## src/source/storeBufferGeomPkg.sv

```systemverilog
// Store buffer geometry package: bank sizes, field widths and the stored entry layout
`default_nettype none

package storeBufferGeomPkg;

    // Entries per bank
    localparam int unsigned bankDepth = 4;

    // One sequential bank and one boosted bank
    localparam int unsigned numBanks = 2;

    // Store payload widths
    localparam int unsigned addrWidth = 32;
    localparam int unsigned dataWidth = 32;
    localparam int unsigned maskWidth = 4;

    // Names one of the two banks
    typedef logic bankIdx;

    // One-hot entry pointer, rotates left on every advance
    typedef logic [bankDepth-1:0] entryPtr;

    // Pointer value after reset or clear, entry 0
    localparam entryPtr firstEntry = entryPtr'(1);

    // ---------------------------------------------------------------------
    // One buffered store
    // ---------------------------------------------------------------------
    typedef struct packed {
        logic [addrWidth-1:0] addr;
        logic [dataWidth-1:0] data;
        logic [maskWidth-1:0] mask;
    } storeEntry;

endpackage

`default_nettype wire

```

## src/source/storeBufferCtrlPkg.sv

```systemverilog
// Store buffer control package: bank roles and memory exception causes
`default_nettype none

package storeBufferCtrlPkg;

    // ---------------------------------------------------------------------
    // Bank roles
    // ---------------------------------------------------------------------

    // Bank 0 holds the sequential stores out of reset
    // The other bank starts out as the boosted one
    localparam storeBufferGeomPkg::bankIdx resetSeqBank = 1'b0;

    // ---------------------------------------------------------------------
    // Memory exception causes
    // ---------------------------------------------------------------------

    // Registered one cycle after the offending store or load
    // none keeps memExcept low
    // bufferFull is a store aimed at a full bank, store dropped
    // boostConflict is a boosted load that hits the boosted bank
    typedef enum logic [1:0] {
        none          = 2'd0,
        bufferFull    = 2'd1,
        boostConflict = 2'd2
    } exceptCause;

endpackage

`default_nettype wire

```

## src/source/storeRouter.sv

```systemverilog
// Store router: bank roles, store steering, commit and squash handling, load checks
`timescale 1ns/100ps
`default_nettype none

module storeRouter (
    input  logic                                     phi1,
    input  logic                                     rst,
    input  logic                                     stall,
    input  logic                                     storeValid,
    input  logic                                     storeBoosted,
    input  logic                                     loadValid,
    input  logic                                     loadBoosted,
    input  logic                                     commit,
    input  logic                                     squash,
    input  logic                                     except,
    input  logic [storeBufferGeomPkg::numBanks-1:0]  bankFull,
    input  logic [storeBufferGeomPkg::numBanks-1:0]  bankEmpty,
    input  logic [storeBufferGeomPkg::numBanks-1:0]  bankMatch,
    output logic [storeBufferGeomPkg::numBanks-1:0]  bankWrite,
    output logic [storeBufferGeomPkg::numBanks-1:0]  bankClear,
    output storeBufferGeomPkg::bankIdx               seqBank,
    output logic                                     seqConflict,
    output logic                                     memExcept,
    output logic                                     bufferStall
);

    import storeBufferGeomPkg::*;
    import storeBufferCtrlPkg::*;

    bankIdx     boostBank;
    bankIdx     targetBank;
    logic       storeTake;
    logic       targetFull;
    logic       storeGo;
    logic       seqStoreGo;
    logic       clearBoost;
    logic       commitReq;
    logic       commitOk;
    logic       storeFullHit;
    logic       boostLoadHit;
    exceptCause causeNext;
    exceptCause causeQ;

    // ---------------------------------------------------------------------
    // Store steering
    // ---------------------------------------------------------------------
    assign boostBank  = ~seqBank;
    assign targetBank = storeBoosted ? boostBank : seqBank;
    assign targetFull = bankFull[targetBank];

    // Stall and a global exception both drop the store
    assign storeTake = storeValid & ~stall & ~except;

    // Squash or exception empties the boosted bank
    assign clearBoost = except | (squash & ~stall);

    // A boosted store racing a boosted clear is squashed with it
    assign storeGo    = storeTake & ~targetFull & ~(storeBoosted & clearBoost);
    assign seqStoreGo = storeGo & ~storeBoosted;

    always_comb begin
        for (int i = 0; i < numBanks; i++) begin
            bankWrite[i] = storeGo & (targetBank == bankIdx'(i));
            bankClear[i] = clearBoost & (boostBank == bankIdx'(i));
        end
    end

    // ---------------------------------------------------------------------
    // Commit, the role swap
    // ---------------------------------------------------------------------
    assign commitReq = commit & ~stall;

    // Sequential bank must be empty, and stay empty this cycle
    assign bufferStall = commitReq & (~bankEmpty[seqBank] | seqStoreGo);

    // Commit loses against a squash or exception in the same cycle
    assign commitOk = commitReq & ~bufferStall & ~squash & ~except;

    always_ff @(posedge phi1) begin
        if (rst) begin
            seqBank <= resetSeqBank;
        end else if (commitOk) begin
            // Old boosted bank turns sequential
            seqBank <= boostBank;
        end
    end

    // ---------------------------------------------------------------------
    // Load checks and memory exception
    // ---------------------------------------------------------------------

    // Pipeline stalls on a hit in the sequential bank
    assign seqConflict = loadValid & bankMatch[seqBank];

    assign storeFullHit = storeTake & targetFull;
    assign boostLoadHit = loadValid & loadBoosted & ~stall & bankMatch[boostBank];

    always_comb begin
        causeNext = none;
        if (storeFullHit) begin
            causeNext = bufferFull;
        end else if (boostLoadHit) begin
            causeNext = boostConflict;
        end
    end

    // One cycle pulse after the offending cycle
    always_ff @(posedge phi1) begin
        if (rst) begin
            causeQ <= none;
        end else begin
            causeQ <= causeNext;
        end
    end

    assign memExcept = (causeQ != none);

endmodule

`default_nettype wire

```

## src/source/storeBufferBank.sv

```systemverilog
// Store buffer bank holding four stores in a circular buffer with one-hot pointers and load match
`timescale 1ns/100ps
`default_nettype none

module storeBufferBank (
    input  logic                                     phi1,
    input  logic                                     rst,
    input  logic                                     clear,
    input  logic                                     write,
    input  logic                                     pop,
    input  logic [storeBufferGeomPkg::addrWidth-1:0] writeAddr,
    input  logic [storeBufferGeomPkg::dataWidth-1:0] writeData,
    input  logic [storeBufferGeomPkg::maskWidth-1:0] writeMask,
    input  logic [storeBufferGeomPkg::addrWidth-1:0] loadAddr,
    output logic                                     full,
    output logic                                     empty,
    output logic                                     match,
    output logic [storeBufferGeomPkg::addrWidth-1:0] headAddr,
    output logic [storeBufferGeomPkg::dataWidth-1:0] headData,
    output logic [storeBufferGeomPkg::maskWidth-1:0] headMask
);

    import storeBufferGeomPkg::*;

    // Entry storage
    storeEntry entryQ [bankDepth];

    // headQ is the first free entry, tailQ the oldest one
    entryPtr   headQ;
    entryPtr   tailQ;
    entryPtr   validQ;
    entryPtr   matchVec;
    storeEntry oldest;
    logic      doWrite;
    logic      doPop;

    // Guard against overfill and underflow
    assign doWrite = write & ~full;
    assign doPop   = pop & ~empty;

    // ---------------------------------------------------------------------
    // Status
    // ---------------------------------------------------------------------

    // Pointers meet when all four entries are taken
    assign full  = (headQ == tailQ) & (|validQ);
    assign empty = ~(|validQ);

    // ---------------------------------------------------------------------
    // Pointers and valid bits
    // ---------------------------------------------------------------------
    always_ff @(posedge phi1) begin
        if (rst || clear) begin
            headQ  <= firstEntry;
            tailQ  <= firstEntry;
            validQ <= '0;
        end else begin
            if (doWrite) begin
                headQ <= {headQ[bankDepth-2:0], headQ[bankDepth-1]};
            end
            if (doPop) begin
                tailQ <= {tailQ[bankDepth-2:0], tailQ[bankDepth-1]};
            end
            // Pop drops the oldest bit, write sets the head bit
            validQ <= (validQ & ~({bankDepth{doPop}} & tailQ)) |
                      ({bankDepth{doWrite}} & headQ);
        end
    end

    // Store lands in the entry under the head pointer
    always_ff @(posedge phi1) begin
        for (int k = 0; k < bankDepth; k++) begin
            if (doWrite && headQ[k]) begin
                entryQ[k] <= '{addr: writeAddr, data: writeData, mask: writeMask};
            end
        end
    end

    // ---------------------------------------------------------------------
    // Load match and oldest entry select
    // ---------------------------------------------------------------------
    always_comb begin
        matchVec = '0;
        oldest   = entryQ[0];
        for (int k = 0; k < bankDepth; k++) begin
            // Parallel compare over valid entries
            matchVec[k] = validQ[k] & (entryQ[k].addr == loadAddr);
            if (tailQ[k]) begin
                oldest = entryQ[k];
            end
        end
    end

    assign match = |matchVec;

    // Head toward memory is the oldest entry, not the write pointer
    assign headAddr = oldest.addr;
    assign headData = oldest.data;
    assign headMask = oldest.mask;

endmodule

`default_nettype wire

```

## src/source/retireSelect.sv

```systemverilog
// Retire select: drains the sequential bank's oldest store to the memory write port
`timescale 1ns/100ps
`default_nettype none

module retireSelect (
    input  logic                                                  phi1,
    input  logic                                                  rst,
    input  logic                                                  memReady,
    input  storeBufferGeomPkg::bankIdx                            seqBank,
    input  logic [storeBufferGeomPkg::numBanks-1:0]               bankEmpty,
    input  logic [storeBufferGeomPkg::numBanks-1:0]
                 [storeBufferGeomPkg::addrWidth-1:0]              headAddr,
    input  logic [storeBufferGeomPkg::numBanks-1:0]
                 [storeBufferGeomPkg::dataWidth-1:0]              headData,
    input  logic [storeBufferGeomPkg::numBanks-1:0]
                 [storeBufferGeomPkg::maskWidth-1:0]              headMask,
    output logic [storeBufferGeomPkg::numBanks-1:0]               bankPop,
    output logic                                                  memWriteValid,
    output logic [storeBufferGeomPkg::addrWidth-1:0]              memWriteAddr,
    output logic [storeBufferGeomPkg::dataWidth-1:0]              memWriteData,
    output logic [storeBufferGeomPkg::maskWidth-1:0]              memWriteMask
);

    import storeBufferGeomPkg::*;
    import storeBufferCtrlPkg::*;

    logic   holdQ;
    bankIdx holdBankQ;
    bankIdx selBank;
    logic   accept;

    // Presented but unaccepted entry keeps its bank
    assign selBank = holdQ ? holdBankQ : seqBank;

    // ---------------------------------------------------------------------
    // Memory port
    // ---------------------------------------------------------------------
    assign memWriteValid = ~bankEmpty[selBank];
    assign memWriteAddr  = headAddr[selBank];
    assign memWriteData  = headData[selBank];
    assign memWriteMask  = headMask[selBank];

    // Pop on the edge where valid and ready meet
    assign accept = memWriteValid & memReady;

    always_comb begin
        for (int i = 0; i < numBanks; i++) begin
            bankPop[i] = accept & (selBank == bankIdx'(i));
        end
    end

    // Hold flag set while back-pressure keeps an entry waiting
    always_ff @(posedge phi1) begin
        if (rst) begin
            holdQ     <= 1'b0;
            holdBankQ <= resetSeqBank;
        end else begin
            holdQ     <= memWriteValid & ~memReady;
            holdBankQ <= selBank;
        end
    end

endmodule

`default_nettype wire

```

## src/source/storeBufferTop.sv

```systemverilog
// Store buffer top: router, two banks and the retire path to memory
`timescale 1ns/100ps
`default_nettype none

module storeBufferTop (
    input  logic                                     phi1,
    input  logic                                     rst,
    input  logic                                     stall,
    input  logic                                     storeValid,
    input  logic                                     storeBoosted,
    input  logic [storeBufferGeomPkg::addrWidth-1:0] storeAddr,
    input  logic [storeBufferGeomPkg::dataWidth-1:0] storeData,
    input  logic [storeBufferGeomPkg::maskWidth-1:0] storeMask,
    input  logic                                     loadValid,
    input  logic                                     loadBoosted,
    input  logic [storeBufferGeomPkg::addrWidth-1:0] loadAddr,
    input  logic                                     commit,
    input  logic                                     squash,
    input  logic                                     except,
    input  logic                                     memReady,
    output logic                                     memWriteValid,
    output logic [storeBufferGeomPkg::addrWidth-1:0] memWriteAddr,
    output logic [storeBufferGeomPkg::dataWidth-1:0] memWriteData,
    output logic [storeBufferGeomPkg::maskWidth-1:0] memWriteMask,
    output logic                                     seqConflict,
    output logic                                     memExcept,
    output logic                                     bufferStall
);

    import storeBufferGeomPkg::*;

    logic [numBanks-1:0]                bankWrite;
    logic [numBanks-1:0]                bankClear;
    logic [numBanks-1:0]                bankPop;
    logic [numBanks-1:0]                bankFull;
    logic [numBanks-1:0]                bankEmpty;
    logic [numBanks-1:0]                bankMatch;
    logic [numBanks-1:0][addrWidth-1:0] headAddr;
    logic [numBanks-1:0][dataWidth-1:0] headData;
    logic [numBanks-1:0][maskWidth-1:0] headMask;
    bankIdx                             seqBank;

    // Roles, steering and exceptions
    storeRouter u_storeRouter (
        .phi1(phi1), .rst(rst), .stall(stall),
        .storeValid(storeValid), .storeBoosted(storeBoosted),
        .loadValid(loadValid), .loadBoosted(loadBoosted),
        .commit(commit), .squash(squash), .except(except),
        .bankFull(bankFull), .bankEmpty(bankEmpty), .bankMatch(bankMatch),
        .bankWrite(bankWrite), .bankClear(bankClear), .seqBank(seqBank),
        .seqConflict(seqConflict), .memExcept(memExcept), .bufferStall(bufferStall)
    );

    // Both banks share the store and load buses
    for (genvar i = 0; i < numBanks; i++) begin : gBank
        storeBufferBank u_bank (
            .phi1(phi1), .rst(rst), .clear(bankClear[i]),
            .write(bankWrite[i]), .pop(bankPop[i]),
            .writeAddr(storeAddr), .writeData(storeData), .writeMask(storeMask),
            .loadAddr(loadAddr),
            .full(bankFull[i]), .empty(bankEmpty[i]), .match(bankMatch[i]),
            .headAddr(headAddr[i]), .headData(headData[i]), .headMask(headMask[i])
        );
    end

    // Drain of the sequential bank
    retireSelect u_retireSelect (
        .phi1(phi1), .rst(rst), .memReady(memReady), .seqBank(seqBank),
        .bankEmpty(bankEmpty), .headAddr(headAddr), .headData(headData),
        .headMask(headMask), .bankPop(bankPop), .memWriteValid(memWriteValid),
        .memWriteAddr(memWriteAddr), .memWriteData(memWriteData),
        .memWriteMask(memWriteMask)
    );

endmodule

`default_nettype wire

```

## config.mk

```make
export PLATFORM = sky130hd
export DESIGN_NAME = storeBufferTop
export DESIGN_NICKNAME = d
export VERILOG_FILES = /design/src/source/storeBufferGeomPkg.sv /design/src/source/storeBufferCtrlPkg.sv /design/src/source/storeRouter.sv /design/src/source/storeBufferBank.sv /design/src/source/retireSelect.sv /design/src/source/storeBufferTop.sv
export SDC_FILE = /design/constraint.sdc
export NUM_CORES = 1
export LEC_CHECK = 0
export BUFFER_PORTS_ARGS = -buffer_cell sky130_fd_sc_hd__buf_2
export CAP_MARGIN = 0
export CORE_MARGIN = 2
export CORE_UTILIZATION = 25
export DETAILED_ROUTE_END_ITERATION = 6
export GPL_TIMING_DRIVEN = 0
export PLACE_DENSITY_LB_ADDON = 0.12
export SLEW_MARGIN = 5
export SYNTH_ARGS = -nofsm -noshare
export SYNTH_HDL_FRONTEND = slang
export SYNTH_HIERARCHICAL = 1
export SYNTH_SLANG_ARGS = --single-unit
```

## constraint.sdc

```tcl
create_clock -name phi1 -period 12.1 [get_ports phi1]
set_input_delay 1.815 -clock phi1 [delete_from_list [all_inputs] [get_ports phi1]]
set_output_delay 1.815 -clock phi1 [all_outputs]
set_load 0.02 [all_outputs]
```

==> results.py <==
metrics = {
    "logic_synthesis": {
        "synth_flop_cell": "edfxtp_1",
        "synth_top_family_by_area": "XOR/XNOR gates",
        "synth_nets": 2009,
        "ys_seq_area_frac": 0.662,
        "synth_simple_gate_area_frac": 0.0796,
        "synth_fa_ha_area_frac": 0,
        "yosysWarningCount": 6,
        "ys_types": 44,
        "synth_edf_count": 544,
        "syn_area_um2": 25500,
        "synthesis.area_per_instance_um2": 13.5,
        "synthArstFlopShare": 0,
        "yosys_register_bits": 573,
        "yosys-top-cells-area": "edfxtp_1, xor2_1, mux2i_1",
        "muxShareOfSynthArea": 0.0894,
        "synth_top_area_share": 0.640,
        "synth_xor_area_frac": 0.0909,
        "synth-compound-area-share": 0.0607,
        "yosysTopAreaCell": "edfxtp_1",
        "synth_cells": 1898,
    },
    "critical_path": {
        "worstSetupStartpointType": "primary input",
        "max_stage_delay_ps": 660,
        "r2r_slack_ps": 8310,
        "critPathSlowestCell": "xor2_1",
        "crit_buf_inv": 2,
        "cp.required_ps": 10280,
        "arrival_ps": 4260,
        "worst_path_dominant_cell_family": "simple AND/OR/NAND/NOR gates",
        "crit_type": "in -> out",
        "worstPathMaxFanout": 8,
        "crit_chain": "buf_2 -> xor2_1 -> nor4_1 -> nand4_1 -> nor3_1 -> or4_1 -> mux2i_1 -> nor2b_1 -> buf_2",
        "crit_top_cell": "buf_2",
        "end_kind": "output pin",
    },
    "drt": {
        "avgRoutedWirePerCell_um": 26.8,
        "drt_iter0_markers": 1310,
        "vias": 16500,
        "drc": 0,
        "ant_nets": 0,
        "wl_mm": 96.2,
        "vias_per_cell": 4.60,
        "firstDrtPassIters": 5,
    },
    "timing": {
        "setup_violations": 0,
        "period_share": 0.502,
        "fin_ws_ps": 6030,
        "fin_worst_skew_ps": 27.3,
        "rsz0062_at_grt": "no",
        "finalSetupTns_ps": 0,
        "period_minus_slack_ps": 6070,
        "tightestPinTransition_ps": 1150,
        "hold_viol": 0,
        "slew_headroom": 0.233,
        "fmax_mhz": 165,
        "slew_viol_final": 0,
    },
    "floorplanning": {
        "initial_core_util": 0.251,
        "dieWidth_um": 324,
        "die_y_um": 324,
        "num_rows": 117,
        "ios": 183,
        "die-area_um2": 105000,
        "core_um2": 102000,
    },
    "outcome": {
        "outcome": "finished, final reports clean",
    },
    "finish": {
        "drive_above_1_share": 0.178,
        "fin_util": 0.301,
        "seq_area_um2": 16900,
        "nFillCells": 10400,
        "syn2layout_area_growth_pct": 19.7,
        "multiInputGateArea_um2": 8200,
        "fin_nets": 2272,
    },
    "clocking": {
        "cts_tree": "done",
        "path_clk_slew_ps": 60,
        "cts_hold_buf": 0,
        "cts_htree_levels": 3,
        "post_cts_buffers": 0,
        "clock-sinks": 573,
        "cts_buffers": 70,
        "cts_resized": 0,
        "cts-root-buf": "clkbuf_16",
        "clk-insertion-delay-late_ps": 640,
        "cts_max_path_buffers": 3,
    },
    "placed_design": {
        "preCtsSetupSlack_ps": 6030,
        "place.gp.congestion": 0.856,
        "dpl.hpwl_mm": 65.8,
        "port_buffers": 181,
    },
    "grt": {
        "grt_start_max_net_pins": 51,
        "grt-ovfl-total": 0,
        "grt.total_usage": 0.182,
        "grt_antenna_before_repair": 29,
        "grt_pass1_vias": 16700,
        "grt_pass1_wl_mm": 132,
    },
    "power": {
        "ir_drop_v": 0.0000884,
        "power.density_nw_per_um2": 144,
        "total_power_mw": 4.41,
        "leakagePower_nw": 9.96,
    },
    "min_path": {
        "hp-class": "reg -> reg",
    },
    "run": {
        "maxCapViolations": 0,
    },
}
## registers in the layout, indices dropped and copies added, names as in the netlist
name,cells
u_storeRouter/causeQ,2
gBank.u_bank/validQ,8
gBank.u_bank/entryQ,544
u_storeRouter/seqBank,1
gBank.u_bank/tailQ,8
u_retireSelect/holdQ,1
gBank.u_bank/headQ,8
u_retireSelect/holdBankQ,1
## cell usage after synthesis, drive strengths merged, types with 21 or more instances
master and number:
mux2 70, buf 37, nor3 21, nor2 154, mux2i 148, xor2 249, a21oi 147, dfxtp 29
nor4 60, o21ai 136, nand2 161, edfxtp 544, clkbuf 53
## power by group
group	switching, mW	internal [mW]	leakage, nW
clock network	0.856	1.12	1.02
logic	0.169	0.0753	3.80
registers	0.00617	2.18	5.13
total	1.03	3.38	9.96
## routing by layer
layer | global-route usage | wire length, um
met2 | 0.305 | 45900
met1 | 0.241 | 42000
met4 | 0.0437 | 2150
met3 | 0.0361 | 6030
met5 | 0 | 178
## per-stage QoR
stage	hold WS [ps]	instance area, um2	std cells
finish	530	30600	3587
global placement	504	28200	3447
global route	553	30600	3583
floorplan	474	25500	1898
detailed placement	512	28400	3457
CTS	525	30600	3582
## cells in the final DEF, fill, tap and decap left out, drive strengths merged, types with 3 or more instances in the layout
| master | instances |
|---|---|
| edfxtp | 544 |
| or2 | 3 |
| and2 | 6 |
| nor4 | 60 |
| buf | 228 |
| a22oi | 6 |
| dfxtp | 29 |
| a21oi | 147 |
| nand4 | 8 |
| nand2b | 5 |
| o21ai | 136 |
| mux2 | 70 |
| mux2i | 148 |
| nand2 | 161 |
| clkbuf | 153 |
| xor2 | 249 |
| inv | 7 |
| clkinv | 21 |
| nor3 | 21 |
| nor2b | 4 |
| nand3 | 16 |
| diode | 5 |
| nor2 | 154 |
| xnor2 | 16 |
## tightest hold or removal path: stages (launching register included)
cell and delay (ps):
dfxtp_1 370, a21oi_1 80, nand2_1 50
## final timing paths
check,startpoint,end,cells after the start
max,loadAddr[28],seqConflict,9
min,gBank[1].u_bank/tailQ[0]$_SDFFE_PP1N_,gBank[1].u_bank/tailQ[0]$_SDFFE_PP1N_,2
max reg2reg,gBank[1].u_bank/validQ[0]$_SDFF_PP0_,gBank[0].u_bank/entryQ[1][14]$_DFFE_PP_,9
min reg2reg,gBank[1].u_bank/tailQ[0]$_SDFFE_PP1N_,gBank[1].u_bank/tailQ[0]$_SDFFE_PP1N_,2
## cells by family after synthesis
group	after synthesis
buffers and inverters	95
multiplexers	218
XOR/XNOR	265
AND/OR/NAND/NOR	448
AO/OA/AOI/OAI	299
flip-flops	573
## layout make-up
| cell class | instances | area share |
|---|---|---|
| diodes | 5 | 0.000409 |
| well taps | 1368 | 0.0560 |
| inverters | 5 | 0.000941 |
| multi-input cells | 1230 | 0.268 |
| repair buffers | 191 | 0.0384 |
| clock buffers | 100 | 0.0633 |
| clock inverters | 25 | 0.00601 |
| plain buffers | 90 | 0.0137 |
| flip-flops and latches | 573 | 0.553 |
Note: power is estimated with default switching activity, not from simulation.
